[src/design/time_link_pkg.sv]
package time_link_pkg;

   // ***********************************************************
   // Link widths
   // ***********************************************************
   localparam int sym_w      = 9;
   localparam int code_w     = 10;
   localparam int time_w     = 64;
   localparam int time_bytes = 8;

   // ***********************************************************
   // Line symbols
   // ***********************************************************
   // K28.5 as it sits in a 10-bit word, bit a in bit 0.
   localparam logic [9:0] k_comma_rd_neg = 10'h17C;
   localparam logic [9:0] k_comma_rd_pos = 10'h283;

   // Symbols are a control flag above a byte.
   localparam logic [8:0] sym_comma = 9'h1BC;
   localparam logic [8:0] sym_head  = 9'h13C;
   localparam logic [8:0] sym_tail  = 9'h1F7;

   // ***********************************************************
   // APB register offsets
   // ***********************************************************
   localparam logic [4:0] reg_tx_lo  = 5'h00;
   localparam logic [4:0] reg_tx_hi  = 5'h04;
   localparam logic [4:0] reg_ctrl   = 5'h08;
   localparam logic [4:0] reg_rx_lo  = 5'h0C;
   localparam logic [4:0] reg_rx_hi  = 5'h10;
   localparam logic [4:0] reg_status = 5'h14;

endpackage

[src/design/time_link_regs.sv]
module time_link_regs #(
   parameter int ADDR_W = 8
)
(
   input  logic                             clk,
   input  logic                             rst,
   input  logic                             psel,
   input  logic                             penable,
   input  logic                             pwrite,
   input  logic [ADDR_W-1:0]                paddr,
   input  logic [31:0]                      pwdata,
   output logic [31:0]                      prdata,
   output logic                             pready,
   output logic                             pslverr,
   output logic [time_link_pkg::time_w-1:0] tx_time,
   output logic                             send,
   input  logic                             tx_busy,
   input  logic [time_link_pkg::time_w-1:0] rx_time,
   input  logic                             sync_rcvd,
   input  logic                             sym_err
);

   import time_link_pkg::*;

   logic [time_w-1:0] rx_snap;
   logic [7:0]        frame_cnt;
   logic [4:0]        offset;
   logic              rx_error;
   logic              off_ok;
   logic              mapped;
   logic              read_only;
   logic              wr_en;
   logic              ctrl_wr;

   assign offset = paddr[4:0];
   assign off_ok = ((paddr >> 5) == '0);

   // ***********************************************************
   // Address decode and read mux
   // ***********************************************************
   always_comb
   begin
      mapped    = off_ok;
      read_only = 1'b0;
      prdata    = '0;
      case (offset)
         reg_tx_lo:  prdata = tx_time[31:0];
         reg_tx_hi:  prdata = tx_time[63:32];
         reg_ctrl:   prdata = '0;
         reg_rx_lo:
         begin
            prdata    = rx_snap[31:0];
            read_only = 1'b1;
         end
         reg_rx_hi:
         begin
            prdata    = rx_snap[63:32];
            read_only = 1'b1;
         end
         reg_status:
         begin
            prdata    = {16'h0, frame_cnt, 6'h0, rx_error, tx_busy};
            read_only = 1'b1;
         end
         default:    mapped = 1'b0;
      endcase
   end

   assign pready  = 1'b1;
   assign pslverr = psel && penable && (!mapped || (pwrite && read_only));
   assign wr_en   = psel && penable && pwrite && mapped && !read_only;
   assign ctrl_wr = wr_en && (offset == reg_ctrl);

   always_ff @(posedge clk)
   begin
      if (wr_en && offset == reg_tx_lo)
         tx_time[31:0] <= pwdata;
      if (wr_en && offset == reg_tx_hi)
         tx_time[63:32] <= pwdata;
   end

   // ***********************************************************
   // Control, receive snapshot and status
   // ***********************************************************
   always_ff @(posedge clk)
   begin
      if (rst)
      begin
         send      <= 1'b0;
         rx_error  <= 1'b0;
         frame_cnt <= '0;
         rx_snap   <= '0;
      end
      else
      begin
         send <= ctrl_wr && pwdata[0];
         // A new error wins over a clear in the same cycle.
         if (sym_err)
            rx_error <= 1'b1;
         else if (ctrl_wr && pwdata[1])
            rx_error <= 1'b0;
         if (sync_rcvd)
         begin
            rx_snap   <= rx_time;
            frame_cnt <= frame_cnt + 8'd1;
         end
      end
   end

endmodule

[config.mk]
export PLATFORM = sky130hd
export DESIGN_NAME = time_link_regs
export DESIGN_NICKNAME = d
export VERILOG_FILES = /design/src/design/time_link_pkg.sv /design/src/design/time_link_regs.sv
export SDC_FILE = /design/constraint.sdc
export NUM_CORES = 1
export LEC_CHECK = 0
export ABC_AREA = 1
export CAP_MARGIN = 20
export CORE_MARGIN = 2
export CORE_UTILIZATION = 41
export CTS_BUF_LIST = sky130_fd_sc_hd__clkbuf_8
export DETAILED_ROUTE_END_ITERATION = 10
export DONT_BUFFER_PORTS = 1
export PLACE_DENSITY = 0.59
export SLEW_MARGIN = 15
export SYNTH_ARGS = -nofsm -noshare
export SYNTH_HDL_FRONTEND = slang
export SYNTH_SLANG_ARGS = --single-unit
[constraint.sdc]
create_clock -name clk -period 7.7 [get_ports clk]
set_input_delay 1.54 -clock clk [delete_from_list [all_inputs] [get_ports clk]]
set_output_delay 1.54 -clock clk [all_outputs]
set_load 0.02 [all_outputs]
# Word level (Yosys, flattened, before mapping)
# Cells that the tools add are included.
# W data, S select, Z words.
dict set report word_totals {
  register_bits 138
  inputBits 112
  output_inout_bits 99
  word_cells 36
}
dict set report op_classes {
  add_sub_neg 1
  eq_ne 5
  mux 5
  reduce_logical 19
}
# operator count
set op_table {}
lappend op_table {{$pmux W32 S5} 1}
lappend op_table {{$logic_and A1 B1 Y1} 11}
lappend op_table {{$eq A5 B4 Y1 const B} 2}
lappend op_table {{$eq A5 B5 Y1 const B} 2}
lappend op_table {{$add A8 B1 Y8 const B} 1}
lappend op_table {{$logic_not A8 Y1} 1}
lappend op_table {{$reduce_or A6 Y1} 1}
lappend op_table {{$eq A5 B3 Y1 const B} 1}
lappend op_table {{$logic_not A5 Y1} 1}
lappend op_table {{$mux W1} 4}
lappend op_table {{$reduce_or A3 Y1} 1}
lappend op_table {{$logic_not A1 Y1} 2}
lappend op_table {{$reduce_bool A2 Y1} 1}
lappend op_table {{$logic_or A1 B1 Y1} 1}

# Logic depth before layout (Yosys ltp)
# Gate-level depths: netlist (run 1).
dict set report depth {
  word_depth 9
  depth_mapped 9
  ltp_nobuf 8
}

# Least setup slack after synthesis (run 1)
# OpenSTA, ideal clock, no wires.
dict set report synth_timing {
  kind {input to output}
  startpoint {in paddr[1]}
  endpoint {out prdata[10]}
  arrival_ns 2.408
  required_ns 6.160
  path_slack_ns 3.752
  stages 8
  path_buffers 1
  cell_sequence {nor2_4 -> nand2_1 -> nor2_2 -> buf_4 -> nand2_1 -> o21ai_0 -> a21oi_1 -> nand3_1}
}
dict set report synth_between {
  elab_chain_cells 2
  elab_cells_between_ends 6
  classes_between {eq/ne (4); mux (1); reduce/logical (1)}
}
# item line_no
set synth_lines {}
lappend synth_lines {{start, declared} time_link_regs.sv:10} ;# input logic [ADDR_W-1:0] paddr,
lappend synth_lines {{$eq A5 B5 Y1, or another cell as far along} time_link_regs.sv:46} ;# case (offset)
lappend synth_lines {{$pmux W32 S5 (*)} time_link_regs.sv:46}
lappend synth_lines {{end, declared} time_link_regs.sv:12} ;# output logic [31:0] prdata,
# Mark *: on every way between the ends. The rest lies on a longest branch, timed or not.

# Worst setup path in the final report (run 1)
dict set report layout_timing {
  startpoint {in paddr[1]}
  endpoint {out prdata[0]}
}
# Same word-level chain as after synthesis.

==> results of run 1 <==
## routing by layer
layer | share of wire, % | up-vias | global-route usage [%]
met1 | 40 | 2026 | 24.5
met5 | 0 | - | 0
met4 | 1.1 | 0 | 6.62
met3 | 8.0 | 20 | 7.97
met2 | 51 | 170 | 37.9
li1 | - | 2053 | -
## flip-flops by register name (all words and copies together), names as in the netlist
name,count
rx_snap,64
tx_time,64
send,1
rx_error,1
frame_cnt,8
## critical path, cell delays in order
cell	delay, ns
nor2_4	0.15
nand2_1	0.17
nor2_4	0.75
nand2_1	0.10
o21ai_0	0.15
a21oi_1	0.07
nand3_1	0.23
## logic make-up after synthesis
group | count (synthesis)
compound gates | 89
fa+ha+maj | 1
buf+inv | 63
flops | 138
other cells | 1
simple gates | 336
## layout by cell type, fill, tap and decap left out, types with 2 or more instances in the layout
cell,n
inv_2,7
clkinv_2,4
nand2_1,142
dfxtp_1,74
buf_16,2
o21ai_0,75
a21oi_1,12
edfxtp_1,64
nor3_1,5
inv_1,26
nand3_1,13
nand4_1,26
nor2_1,141
clkbuf_8,19
nor2_4,4
nor3_2,2
buf_4,2
## final cells by class
class | count | area (µm²)
timing repair buffer | 6 | 96.3
fill | 1293 | 7130
tap | 176 | 220
inverter | 29 | 109
sequential | 138 | 3400
clock buffer | 19 | 262
multi-input combinational | 427 | 1880
clock inverter | 13 | 91.3
## worst paths after layout
check	startpoint	to	slack, ns	cells past startpoint
hold reg to reg	rx_error$_SDFFE_PP0P_	rx_error$_SDFFE_PP0P_	0.47	2
setup / recovery	paddr[1]	prdata[0]	3.00	7
setup reg to reg	frame_cnt[0]$_SDFFE_PP0P_	frame_cnt[6]$_SDFFE_PP0P_	6.32	7
hold / removal	rx_error$_SDFFE_PP0P_	rx_error$_SDFFE_PP0P_	0.47	2
## power by group through the flow
stage          Clock (W)  Combinational, W  Sequential (W)
2_1_floorplan          0         0.0000585        0.000815
3_3_place_gp           0         0.0000643        0.000819
3_5_place_dp           0         0.0000666        0.000819
4_1_cts         0.000543         0.0000672        0.000803
5_1_grt         0.000571         0.0000786        0.000806
6_report        0.000525         0.0000677        0.000803
## stage by stage
stage | instances | cell area, µm² | total power, W
after floorplan | 628 | 5540 | 0.000874
after global placement | 772 | 5630 | 0.000883
after detailed placement | 775 | 5680 | 0.000886
after CTS | 807 | 6040 | 0.00141
after global routing | 808 | 6060 | 0.00146
final | 808 | 6060 | 0.00140
==> metrics, run 1 <==
# nets final=732; clock power share=a little under two fifths; Yosys reg bits=138; # hold bufs at CTS=0; post-synthesis simple-gate area fraction=25.2%; PortBufs=0; Yosys warning total=0; Psw=about 0.00032 W; post-cts resize count=0; CTS Sinks=138; post-detailed-route wirelength per cell=18.9 µm; GRT Total Usage=21.6%; largest family of logic cells by synthesized area=simple AND/OR/NAND/NOR gates; core area=0.0132 mm²; CTS root buf=clkbuf_8; Startpoint Class=input port; Crit. End Element=output pin; area leader, netlist=edfxtp_1; worst hold slack=between 0.4 and 0.5 ns; Syn Std Cell Area=0.00554 mm²; Post-Syn Instances=628; synthesized area per cell=8.81 µm²; Post-Synth Adder-Cell Area=0.226%; FFs w/ async S/R, synth=0%; CTS tree=yes; via/cell ratio=~5.3; share of post-route cells with drive strength above 1=7.75%; drt first pass iters=5; Clock Skew=approximately 0.0074 ns; VDD IR max=between 0.0001 and 0.00015 V; kind of critical path=input port to output pin; H-Tree Depth=4; Initial Utilization=42.0%; Final WS setup=approximately 3.0 ns; P_leak=2.27 nW; register share of total power=57.5%; Yosys top cell area share=34.7%; Worst-Margin Slew=0.930 ns; Max Slew Vio Count=0; GRT overflow=0; die area=0.0144 mm²; layout overhead on the synthesized area=9.54%; RSZ-0062 raised after global routing=no; outcome=finished, final reports clean; CP required=6.16 ns; min cycle time layout=4.70 ns; Power Dens Cells=around 230 mW/mm²; post-synthesis sequential area ratio=61.5%; Final period util=roughly three fifths; pre-CTS WS=2.95 ns; post-CTS setup buffers=0; combinational share of power=4.9%; CTS buffer count=17; Final ANT Viol Nets=0; Hold Fails Final Rpt=0; main area contributors after synthesis=edfxtp_1 (35%), dfxtp_1 (27%), nand2_1 (9.6%), nor2_1 (9.6%), o21ai_0 (6.8%); xor/xnor share of the synthesized area=0%; Layout Utilization=46.0%; Hold WC Path Type=flop to flop; Worst-path clk slew=0.08 ns; total negative slack=0 ns; via count=4,269; detailed placer's ending HPWL=10,200 µm; fmax=around 210 MHz; synth unique cells=26; mux cell area share after synthesis=0%; vias in the first global route=4,442; ys flop type=dfxtp_1; largest fanout on the critical path=32; initial DRC count=~230; largest net degree at the start of global routing=about 70; clk_lat worst skew=0.43 ns; Synth Area in Compound Gates=around 8.2%; Longest Clk Path Bufs=2; first-pass GRT wire length=23,600 µm; initial antenna violation count=0; GPL Wtd Cong=0.829; Max-cap violations=0; Cell Int Power=0.00108 W; DRC viols=0; Die Width=120 µm; list of most frequent post-synthesis cells=nand2_1 (142), nor2_1 (142), o21ai_0 (75), dfxtp_1 (74), edfxtp_1 (64); diodes inserted=0; arrival time at the worst endpoint=around 3.2 ns; Die H=120 µm; final wirelength=about 15,000 µm; Slew headroom=37.8%; I/O Pins=211; Row Count=42; number of synthesized flops with an enable pin=64; Syn Nets=about 740; final setup fails=0; Sw Ratio=22.9%
No activity file was read; power rests on OpenSTA's default activity.
==> inputs of run 2 (changes only) <==
- clock period: 7.7 -> 4.7 ns (I/O delays scaled with it)
==> metrics, run 2 (synthesis gave the netlist of run 1 again) <==
layout overhead on the synthesized area=9.58%; H-Tree Depth=4; Cell Int Power=around 0.0018 W; Die Width=120 µm; CTS root buf=clkbuf_8; I/O Pins=about 210; die area=0.0144 mm²; # hold bufs at CTS=0; core area=0.0132 mm²; post-cts resize count=0; Power Dens Cells=388 mW/mm²; initial DRC count=323; RSZ-0062 raised after global routing=no; PortBufs=0; Worst-path clk slew=~0.070 ns; Max-cap violations=0; first-pass GRT wire length=between 20,000 and 25,000 µm; via count=4,322; post-CTS setup buffers=0; clk_lat worst skew=0.43 ns; P_leak=2.27 nW; fmax=290 MHz; DP Cell Count=773; Crit. End Element=output pin; CP max stage delay=0.71 ns; critical-path cell list=nor2_4, nand2_1, nor2_4, nand2_1, o21ai_0, a21oi_1, nand3_1; combinational share of power=4.7%; final wirelength=15,100 µm; largest net degree at the start of global routing=71; Hold Fails Final Rpt=0; register share of total power=a little under three fifths; Hold WC Path Type=flop to flop; Tot Pwr=0.00235 W; arrival time at the worst endpoint=roughly 2.5 ns; Top Registers=rx_snap (64), tx_time (64), frame_cnt (8); Layout Utilization=46.0%; CP max-delay cell=nor2_4; Psw=0.000523 W; CTS tree=yes; most frequent cells in the layout=nand2_1 (142), nor2_1 (141), o21ai_0 (75), dfxtp_1 (74), edfxtp_1 (64); drt first pass iters=5; R2R Path Start=frame_cnt[0]$_SDFFE_PP0P_; DRC viols=0; initial antenna violation count=0; Startpoint Class=input port; GRT Total Usage=21.2%; kind of critical path=input port to output pin; min cycle time layout=3.45 ns; largest fanout on the critical path=32; final setup fails=0; Worst Hold Launch=rx_error$_SDFFE_PP0P_; GPL Wtd Cong=~0.83; VDD IR max=0.000227 V; fin area=0.00607 mm²; Sw Ratio=22.2%; vias in the first global route=4,443; Slew headroom=30.5%; post-detailed-route wirelength per cell=roughly 19 µm; Initial Utilization=42.0%; diodes inserted=0; GRT overflow=0; Die H=120 µm; hold path endpoint=rx_error$_SDFFE_PP0P_; total negative slack=0 ns; CTS buffer count=17; hold path depth=2; # nets final=around 730; via/cell ratio=around 5.4; CTS Sinks=between 100 and 150; most common cell after layout, fill and taps aside=nand2_1; share of post-route cells with drive strength above 1=7.92%; Longest Clk Path Bufs=2; Max Slew Vio Count=0; detailed placer's ending HPWL=9890 µm; Clock Skew=roughly 0.0021 ns; Cell Area, Placed=0.00564 mm²; Worst-Margin Slew=~1.0 ns; clock power share=39.4%; Finished Layout Cells=807; Final ANT Viol Nets=0; worst r2r dst=frame_cnt[6]$_SDFFE_PP0P_; outcome=finished, final reports clean; r2r worst-path depth=6; r2r setup slk=approximately 3.5 ns; CP required=3.76 ns; Row Count=42; Final period util=73.5%
run 2: cell types whose count changed in the layout (fill, tap and decap cells not counted):
cell | before | now
bufinv_16 | 1 | 2
inv_1 | 26 | 24
buf_6 | 1 | 0
clkinvlp_4 | 1 | 0
buf_12 | 0 | 1
inv_4 | 1 | 0
clkbuf_8 | 19 | 20
buf_16 | 2 | 1
buf_4 | 2 | 3
clkinv_4 | 1 | 0
buf_8 | 1 | 0
clkinv_2 | 4 | 7
run 2: layer usage:
metal	share of wire [%]	global-route usage, %
met1	41	25.3
met2	48	34.9
met3	8.9	7.31
met4	2.1	8.68
met5	0	0
run 2: power by group through the flow:
stage	combinational [W]	clock (W)	sequential (W)
after floorplan	0.0000958	0	0.00134
after global placement	0.000106	0	0.00134
after detailed placement	0.000109	0	0.00134
after CTS	0.000109	0.000952	0.00131
after global routing	0.000127	0.00100	0.00132
final	0.000110	0.000928	0.00132
run 2: per-stage QoR:
stage                     hold slack [ns]  worst slack [ns]
final                               0.474              1.25
after global routing                0.501              1.12
after CTS                           0.464              1.28
after detailed placement            0.453              1.28
after global placement              0.447              1.30
after floorplan                     0.433              1.48
run 2: worst max-delay path, delay by kind of cell:
kind               cells  cell delay [ns]
AOI/OAI and AO/OA      2             0.22
and+or+nand+nor        5             1.35
run 2: layout make-up:
type / instances / area (µm²)
Clock buffer: 20 / 275
Tap cell: 176 / 220
Fill cell: 1288 / 7120
Timing Repair Buffer: 5 / 70.1
Inverter: 29 / 109
Multi-Input combinational cell: 427 / 1880
Clock inverter: 12 / 106
Sequential cell: 138 / 3400
run 2: how the worst max path moves through the flow:
stage / from / to / slack, ns / cells after the start
after global placement: paddr[2] / prdata[0] / 1.30 / 7
after detailed placement: paddr[1] / prdata[11] / 1.28 / 7
after global routing: paddr[1] / prdata[0] / 1.12 / 7
after floorplan: paddr[3] / tx_time[32]$_DFFE_PP_ / 1.48 / 7
final: paddr[1] / prdata[11] / 1.25 / 7
after CTS: paddr[1] / prdata[11] / 1.28 / 7
